## src/hw/afu_pkg.sv

```systemverilog
package afu_pkg;

  // ~~~~~~~~~~~~~~~~~~~~
  // Sizes
  // ~~~~~~~~~~~~~~~~~~~~

  // Number of compute units served by one WED.
  localparam int unsigned n_cu = 4;

  localparam int unsigned cu_idx_w = (n_cu > 1) ? $clog2(n_cu) : 1;

  localparam int unsigned addr_w = 64;

  // Each status write moves two halves of a 1024-bit cache line.
  localparam int unsigned data_w = 512;

  localparam int unsigned cu_id_w = 8;

  localparam int unsigned write_size_w = 12;

  // ~~~~~~~~~~~~~~~~~~~~
  // Host command encoding
  // ~~~~~~~~~~~~~~~~~~~~

  typedef enum logic [12:0] {
    cmd_invalid  = 13'h0000,
    cmd_write_ms = 13'h0D70
  } cmd_code_t;

  // Internal tag carried next to the host command, as the unit sees it.
  typedef enum logic [1:0] {
    cmd_type_invalid = 2'd0,
    cmd_type_read    = 2'd1,
    cmd_type_write   = 2'd2
  } cmd_type_t;

  // ~~~~~~~~~~~~~~~~~~~~
  // Status area layout
  // ~~~~~~~~~~~~~~~~~~~~

  // The status area starts one line above the WED base.
  localparam int unsigned status_offset = 128;

  // Each unit owns a full line inside the status area.
  localparam int unsigned line_bytes = 128;

  // Transfer size of one status write.
  localparam logic [write_size_w-1:0] write_size = 12'h001;

  // Completion marker, as polled by host software.
  localparam logic [7:0] done_marker = 8'h02;

  localparam int unsigned done_marker_byte = 44;

  // The writing unit puts its id right after the marker.
  localparam int unsigned cu_id_byte = 45;

endpackage
```

## src/hw/cu_cmd_if.sv

```systemverilog
`timescale 1ns/1ps

interface cu_cmd_if
  import afu_pkg::*;
();

  // One-cycle strobe, raised once per job by the unit.
  logic req;

  // Held by the unit from req until the next job.
  logic [addr_w-1:0] address;
  logic [data_w-1:0] data_0;
  logic [data_w-1:0] data_1;

  // Compute unit side.
  modport cu (
    output req,
    output address,
    output data_0,
    output data_1
  );

  // The arbiter only samples and drives nothing back.
  modport arb (
    input req,
    input address,
    input data_0,
    input data_1
  );

endinterface

```

## src/hw/afu_top.sv

```systemverilog
`timescale 1ns/1ps

module afu_top
  import afu_pkg::*;
(
  input  logic                    clock,
  input  logic                    rstn,
  input  logic                    wed_valid,
  input  logic [addr_w-1:0]       wed_address,
  input  logic [n_cu-1:0]         cu_enable,
  input  logic                    write_buffer_full,
  output logic                    write_command_valid,
  output cmd_code_t               write_command_code,
  output logic [addr_w-1:0]       write_command_address,
  output logic [write_size_w-1:0] write_command_size,
  output logic [cu_id_w-1:0]      write_command_cu_id,
  output cmd_type_t               write_command_type,
  output logic [data_w-1:0]       write_data_0,
  output logic [data_w-1:0]       write_data_1,
  output logic                    job_done
);

  logic              job_start;
  logic [addr_w-1:0] base_address;
  logic [n_cu-1:0]   served;

  cu_cmd_if cu_cmds [n_cu] ();

  wed_dispatch u_dispatch (
    .clock        (clock),
    .rstn         (rstn),
    .wed_valid    (wed_valid),
    .wed_address  (wed_address),
    .cu_enable    (cu_enable),
    .served       (served),
    .job_start    (job_start),
    .base_address (base_address),
    .job_done     (job_done)
  );

  // One controller per compute unit.
  for (genvar i = 0; i < n_cu; i++) begin : g_cu
    cu_control #(
      .cu_index (i)
    ) u_cu (
      .clock        (clock),
      .rstn         (rstn),
      .enabled      (cu_enable[i]),
      .job_start    (job_start),
      .base_address (base_address),
      .cmd          (cu_cmds[i])
    );
  end

  write_arbiter u_arbiter (
    .clock                 (clock),
    .rstn                  (rstn),
    .write_buffer_full     (write_buffer_full),
    .cmds                  (cu_cmds),
    .write_command_valid   (write_command_valid),
    .write_command_code    (write_command_code),
    .write_command_address (write_command_address),
    .write_command_size    (write_command_size),
    .write_command_cu_id   (write_command_cu_id),
    .write_command_type    (write_command_type),
    .write_data_0          (write_data_0),
    .write_data_1          (write_data_1),
    .served                (served)
  );

endmodule

```

## src/hw/write_arbiter.sv

```systemverilog
`timescale 1ns/1ps

module write_arbiter
  import afu_pkg::*;
(
  input  logic                    clock,
  input  logic                    rstn,
  input  logic                    write_buffer_full,
  cu_cmd_if.arb                   cmds [n_cu],
  output logic                    write_command_valid,
  output cmd_code_t               write_command_code,
  output logic [addr_w-1:0]       write_command_address,
  output logic [write_size_w-1:0] write_command_size,
  output logic [cu_id_w-1:0]      write_command_cu_id,
  output cmd_type_t               write_command_type,
  output logic [data_w-1:0]       write_data_0,
  output logic [data_w-1:0]       write_data_1,
  output logic [n_cu-1:0]         served
);

  logic [n_cu-1:0]     req_vec;
  logic [n_cu-1:0]     pending;
  logic [addr_w-1:0]   slot_addr [n_cu];
  logic [data_w-1:0]   slot_data_0 [n_cu];
  logic [data_w-1:0]   slot_data_1 [n_cu];
  logic [cu_idx_w-1:0] rr_ptr;
  logic [cu_idx_w-1:0] win_idx;
  logic                found;
  logic                grant;
  logic [n_cu-1:0]     grant_vec;

  // ~~~~~~~~~~~~~~~~~~~~
  // Pending slots
  // ~~~~~~~~~~~~~~~~~~~~

  for (genvar i = 0; i < n_cu; i++) begin : g_slot
    assign req_vec[i] = cmds[i].req;

    always_ff @(posedge clock) begin
      if (cmds[i].req) begin
        slot_addr[i]   <= cmds[i].address;
        slot_data_0[i] <= cmds[i].data_0;
        slot_data_1[i] <= cmds[i].data_1;
      end
    end
  end

  always_ff @(posedge clock or negedge rstn) begin
    if (!rstn) begin
      pending <= '0;
    end else begin
      pending <= (pending | req_vec) & ~grant_vec;
    end
  end

  // ~~~~~~~~~~~~~~~~~~~~
  // Round-robin pick
  // ~~~~~~~~~~~~~~~~~~~~

  // Search starts at the pointer, which sits just past the last winner.
  always_comb begin
    int unsigned cand;
    found   = 1'b0;
    win_idx = '0;
    for (int unsigned k = 0; k < n_cu; k++) begin
      cand = (int'(rr_ptr) + k) % n_cu;
      if (!found && pending[cand]) begin
        found   = 1'b1;
        win_idx = cu_idx_w'(cand);
      end
    end
  end

  assign grant     = found && !write_buffer_full;
  assign grant_vec = grant ? (n_cu'(1) << win_idx) : '0;

  always_ff @(posedge clock or negedge rstn) begin
    if (!rstn) begin
      rr_ptr <= '0;
    end else if (grant) begin
      rr_ptr <= cu_idx_w'((int'(win_idx) + 1) % n_cu);
    end
  end

  // ~~~~~~~~~~~~~~~~~~~~
  // Host port
  // ~~~~~~~~~~~~~~~~~~~~

  always_ff @(posedge clock or negedge rstn) begin
    if (!rstn) begin
      write_command_valid   <= 1'b0;
      write_command_code    <= cmd_invalid;
      write_command_address <= '0;
      write_command_size    <= '0;
      write_command_cu_id   <= '0;
      write_command_type    <= cmd_type_invalid;
      write_data_0          <= '0;
      write_data_1          <= '0;
      served                <= '0;
    end else begin
      write_command_valid   <= grant;
      write_command_code    <= grant ? cmd_write_ms : cmd_invalid;
      write_command_address <= grant ? slot_addr[win_idx] : '0;
      write_command_size    <= grant ? write_size : '0;
      write_command_cu_id   <= grant ? cu_id_w'(win_idx) : '0;
      write_command_type    <= grant ? cmd_type_write : cmd_type_invalid;
      write_data_0          <= grant ? slot_data_0[win_idx] : '0;
      write_data_1          <= grant ? slot_data_1[win_idx] : '0;
      served                <= grant_vec;
    end
  end

  // Each unit requests at most once per job.
  a_no_slot_overwrite : assert property (
    @(posedge clock) disable iff (!rstn) (req_vec & pending) == '0
  );

  // The host buffer being full must hold every command back.
  a_no_write_after_full : assert property (
    @(posedge clock) disable iff (!rstn) write_buffer_full |=> !write_command_valid
  );

endmodule

```

## src/hw/cu_control.sv

```systemverilog
`timescale 1ns/1ps

module cu_control
  import afu_pkg::*;
#(
  parameter int unsigned cu_index = 0
) (
  input  logic              clock,
  input  logic              rstn,
  input  logic              enabled,
  input  logic              job_start,
  input  logic [addr_w-1:0] base_address,
  cu_cmd_if.cu              cmd
);

  logic [addr_w-1:0] line_offset;
  logic [cu_id_w-1:0] unit_id;
  logic [data_w-1:0] status_line;

  // Each unit writes its own line in the status area.
  assign line_offset = addr_w'(status_offset + cu_index * line_bytes);
  assign unit_id     = cu_id_w'(cu_index);

  // ~~~~~~~~~~~~~~~~~~~~
  // Status payload
  // ~~~~~~~~~~~~~~~~~~~~

  // Both halves report the same thing, so the host can poll either one.
  always_comb begin
    status_line = '0;
    status_line[done_marker_byte*8 +: 8]  = done_marker;
    status_line[cu_id_byte*8 +: cu_id_w]  = unit_id;
  end

  // ~~~~~~~~~~~~~~~~~~~~
  // Command build
  // ~~~~~~~~~~~~~~~~~~~~

  // A single strobe per job, since job_start is itself a single strobe.
  always_ff @(posedge clock or negedge rstn) begin
    if (!rstn) begin
      cmd.req <= 1'b0;
    end else begin
      cmd.req <= job_start && enabled;
    end
  end

  // Fields are set with req and held until the next job of this unit.
  always_ff @(posedge clock) begin
    if (job_start && enabled) begin
      cmd.address <= base_address + line_offset;
      cmd.data_0  <= status_line;
      cmd.data_1  <= status_line;
    end
  end

  // The arbiter has one slot per unit, so a second back-to-back req would overwrite it.
  a_req_single : assert property (
    @(posedge clock) disable iff (!rstn) cmd.req |=> !cmd.req
  );

endmodule

```

## src/hw/wed_dispatch.sv

```systemverilog
`timescale 1ns/1ps

module wed_dispatch
  import afu_pkg::*;
(
  input  logic              clock,
  input  logic              rstn,
  input  logic              wed_valid,
  input  logic [addr_w-1:0] wed_address,
  input  logic [n_cu-1:0]   cu_enable,
  input  logic [n_cu-1:0]   served,
  output logic              job_start,
  output logic [addr_w-1:0] base_address,
  output logic              job_done
);

  logic            busy;
  logic [n_cu-1:0] en_mask;
  logic [n_cu-1:0] done_mask;
  logic            all_served;

  // Counts the strobes of this cycle too, so job_done comes one cycle after the last write.
  assign all_served = ((done_mask | served) & en_mask) == en_mask;

  // ~~~~~~~~~~~~~~~~~~~~
  // Idle / busy FSM
  // ~~~~~~~~~~~~~~~~~~~~

  always_ff @(posedge clock or negedge rstn) begin
    if (!rstn) begin
      busy      <= 1'b0;
      job_start <= 1'b0;
      job_done  <= 1'b0;
      en_mask   <= '0;
      done_mask <= '0;
    end else begin
      job_start <= 1'b0;
      job_done  <= 1'b0;
      if (!busy) begin
        // A new WED is only taken while idle.
        if (wed_valid) begin
          busy      <= 1'b1;
          job_start <= 1'b1;
          en_mask   <= cu_enable;
          done_mask <= '0;
        end
      end else if (all_served) begin
        busy      <= 1'b0;
        job_done  <= 1'b1;
        done_mask <= '0;
      end else begin
        done_mask <= done_mask | served;
      end
    end
  end

  // The base is held for the whole job.
  always_ff @(posedge clock) begin
    if (!busy && wed_valid) begin
      base_address <= wed_address;
    end
  end

  // The arbiter may only serve units that this job started.
  a_served_in_mask : assert property (
    @(posedge clock) disable iff (!rstn) (served & ~en_mask) == '0
  );

endmodule

```

## config.mk

```make
export PLATFORM = sky130hd
export DESIGN_NAME = afu_top
export DESIGN_NICKNAME = d
export VERILOG_FILES = /design/src/hw/afu_pkg.sv /design/src/hw/cu_cmd_if.sv /design/src/hw/afu_top.sv /design/src/hw/write_arbiter.sv /design/src/hw/cu_control.sv /design/src/hw/wed_dispatch.sv
export SDC_FILE = /design/constraint.sdc
export NUM_CORES = 1
export LEC_CHECK = 0
export BUFFER_PORTS_ARGS = -buffer_cell sky130_fd_sc_hd__buf_2
export CAP_MARGIN = 20
export CORE_AREA = 8 8 466 468
export DETAILED_ROUTE_END_ITERATION = 7
export DIE_AREA = 0 0 474 476
export SYNTH_ARGS = -nofsm -noshare
export SYNTH_HDL_FRONTEND = slang
export SYNTH_MEMORY_MAX_BITS = 65536
export SYNTH_SLANG_ARGS = --single-unit
export TNS_END_PERCENT = 1
```

## constraint.sdc

```tcl
create_clock -name clock -period 5.92 [get_ports clock]
set_input_delay 0.592 -clock clock [delete_from_list [all_inputs] [get_ports clock]]
set_output_delay 0.592 -clock clock [all_outputs]
set_load 0.005 [all_outputs]
```

==> results.md <==
* Measured slew at the worst slew-check pin at 1.092 ns
* Ys Warns at 0
* Final setup viols at 0
* Max Cap Viol at 0
* Post-synthesis cell count at 2662
* FILL cells at 22970
* Worst path slowest cell: edfxtp_1
* Register-to-Register Path Depth at 7
* Clk_skew at 0.05778 ns
* Critical path's top delay family: simple AND/OR/NAND/NOR gates
* Critical Path Stages at 7
* DRC viols at 0
* Setup TNS at 0 ns
* Nets@finish at 2881
* CTS tree: done
* DIE WIDTH at 474 µm
* Yosys cell types at 57
* CP required at 6.24 ns
* Crit-path max FO at 16
* Vias in the first global route at 17050
* Data arrival, critical path at 4.17 ns
* Min-Delay Path Depth at 1
* Static leakage at 14.16 nW
* Crit path largest cell delay at 0.90 ns
* Largest net degree at the start of global routing at 82
* Min cycle time layout at 3.842 ns
* GRT overflow at 0
* Peak Freq at 260.2 MHz
* PD cells at 373.7 nW/µm²
* Drt total wl at 90.64 mm
* Crit path cell chain: inv_1 -> ha_1 -> inv_1 -> nand3_1 -> nor4_4 -> nand4_1 -> xnor2_1
* Hold WC Path Type: in2reg
* Die Ht at 476 µm
* CP Capture Type: flop
* Num rows at 169
* Startpoint types: flop
* Vias per inst at 2.901
* Ys flop type: edfxtp_1
* Detailed placement HPWL at 66.52 mm
* Post-synth EDFFs at 576
* Iter 0 DRT Violations at 1390
* Total clock sinks at 668
* Final Cycle Share at 64.91%
* CTS root buf: clkbuf_16
* GRT Total Usage at 7.263%
* Clock Path Buffers at 3
* Depth of the CTS H-tree at 3
* Syn Area/Cell at 12.76 µm²
* Initial antenna violation count at 9
* Area leader, netlist: edfxtp_1
* Final ANT Viol Nets at 0
* RSZ-0062 raised after global routing: no
* Main area contributors after synthesis: edfxtp_1, buf_4, dfrtp_1, mux2i_1, xnor2_1
* Sequential element share of the synthesized area at 57.71%
* Ys async rst share at 13.77%
* RePlAce Congestion at 0.8482
* Drt wl/cell at 15.94 µm
* CTS buffer count at 72
* Die area at 225600 µm²
* Hold_ws at 0.1606 ns
* Final slew viol count at 0
* Synthesis-to-layout area growth at 7.185%
* Most common cell in the netlist: buf_4
* Max VDD drop at 0.0005509 V
* # port buffers at 153
* Worst-path clk slew at 0.06 ns
* Core Region at 210400 µm²
* Top cell by count, worst path: inv_1
* Critical setup path kind: reg2reg
* Final Hold Fails at 0
* Top cell type's share of synthesized area at 50.93%
* Syn Std Cell Area at 33960 µm²
* I/O pin cnt at 1197
* Starting Density at 16.14%
* Layout cells sized above 1 at 11.46%
* Status: completed
* Drt pass-1 iters at 7
* Slew HR at 27.18%
* Count of state elements after synthesis at 668
* Crit path buffers/inverters at 2
* Placed cell count at 5548
* Fin cells at 5685
* Clock Latency Late Sink at 0.60 ns
* Routed vias at 16490
* Final Power at 13.60 mW
* Most common library cells after synthesis: buf_4, edfxtp_1, xnor2_1, mux2i_1, nand2_1
* First-pass GRT wire length at 121.4 mm
[per-layer routing]
metal	wire (µm)	track usage, %	up-vias
met2	48230	13.53	879
li1	-	-	7275
met5	0	0	-
met3	5639	1.234	130
met4	2061	1.817	0
met1	34710	8.638	8209
[power by group]
group	switching, mW	total [mW]	internal, mW	leakage [nW]
sequential	0.401	6.18	5.78	6.43
combinational	1.89	2.89	1.00	6.58
clock	1.84	4.53	2.69	1.16
total	4.13	13.6	9.48	14.2
[flip-flops by register name, indices dropped and copies added, names as in the netlist, 2 cells and up]
register                         cells
g_cu.u_cu.cmd.address              256
g_cu.u_cu.cmd.req                    4
u_arbiter.pending                    4
u_arbiter.rr_ptr                     2
u_arbiter.served                     4
u_arbiter.slot_addr                256
u_arbiter.write_command_address     64
u_arbiter.write_command_cu_id        2
u_dispatch.base_address             64
u_dispatch.done_mask                 4
u_dispatch.en_mask                   4
[metrics by stage]
stage                     setup slack [ns]  util [%]  instance area [µm²]
after floorplan                      2.730         -                37870
after global placement               2.329     16.14                33960
after detailed placement             2.121     16.14                33970
after CTS                            2.077     17.28                36370
after global routing                 1.882     17.30                36390
final                                2.078     17.30                36400
[logic make-up after synthesis]
kind of cell | Yosys count | synth area share [%]
AOI/OAI and AO/OA | 86 | 1.647
and+or+nand+nor | 374 | 5.792
adders and majority gates | 5 | 0.1842
buffers and inverters | 1177 | 25.09
other | 1 | 0.01104
muxes | 133 | 3.935
xor gates and xnor gates | 218 | 5.623
DFF | 668 | 57.71
[worst register-to-register path, delay by kind of cell (launching register included)]
| family | cells | cell delay (ns) |
|---|---|---|
| and+or+nand+nor | 3 | 1.37 |
| DFF | 1 | 0.90 |
| buffers and inverters | 2 | 0.75 |
| adders and majority gates | 1 | 0.38 |
| xor gates and xnor gates | 1 | 0.17 |
[layout make-up]
cell class                 instances  area (µm²)  area share [%]
clock inverter                    35       435.4           1.196
timing repair buffer             183        1013           2.784
inverter                          20       75.07          0.2062
sequential                       668       19600           53.86
antenna                            3       7.507         0.02062
clock buffer                      96        1953           5.366
tap                             2821        3530           9.697
multi-input combinational       1859        9781           26.87
[placed cells by master (no fill, tap or decap), types with 9 or more instances in the layout]
cell       Yosys  layout
conb_1         1    1043
edfxtp_1     576     576
buf_2         37     155
xnor2_1      134     134
mux2i_1      129     129
nand2_1      106     103
dfrtp_1       92      88
xor2_1        84      84
nor2_1        77      77
clkbuf_16      0      73
o22ai_1       65      65
nand3_1       39      39
nor3_1        37      37
nand4_1       27      27
buf_4       1069      25
clkbuf_1      37      19
inv_1         18      18
nor4_1        16      15
clkinv_2       0      11
and3_1         9       9
[repair_timing]
item | CTS | global route
hold buffers | 1 | 0
endpoints found under the hold margin | 37 | 0
resized for setup | 0 | 0
setup buffers | 0 | 0
[worst paths after layout]
path / start / endpoint / slack, ns
worst max register to register: u_dispatch.base_address[8] / g_cu[2].u_cu.cmd.address[63] / 2.08
max in group asynchronous: rstn / u_arbiter.write_command_address[49] / 4.11
worst min register to register: g_cu[2].u_cu.cmd.address[0] / u_arbiter.slot_addr[2][0] / 0.41
worst max-delay path: u_dispatch.base_address[8] / g_cu[2].u_cu.cmd.address[63] / 2.08
min in group asynchronous: rstn / u_arbiter.write_command_cu_id[1] / 0.52
worst min-delay path: wed_address[44] / u_dispatch.base_address[44] / 0.16
No activity file was read; power rests on OpenSTA's default activity.
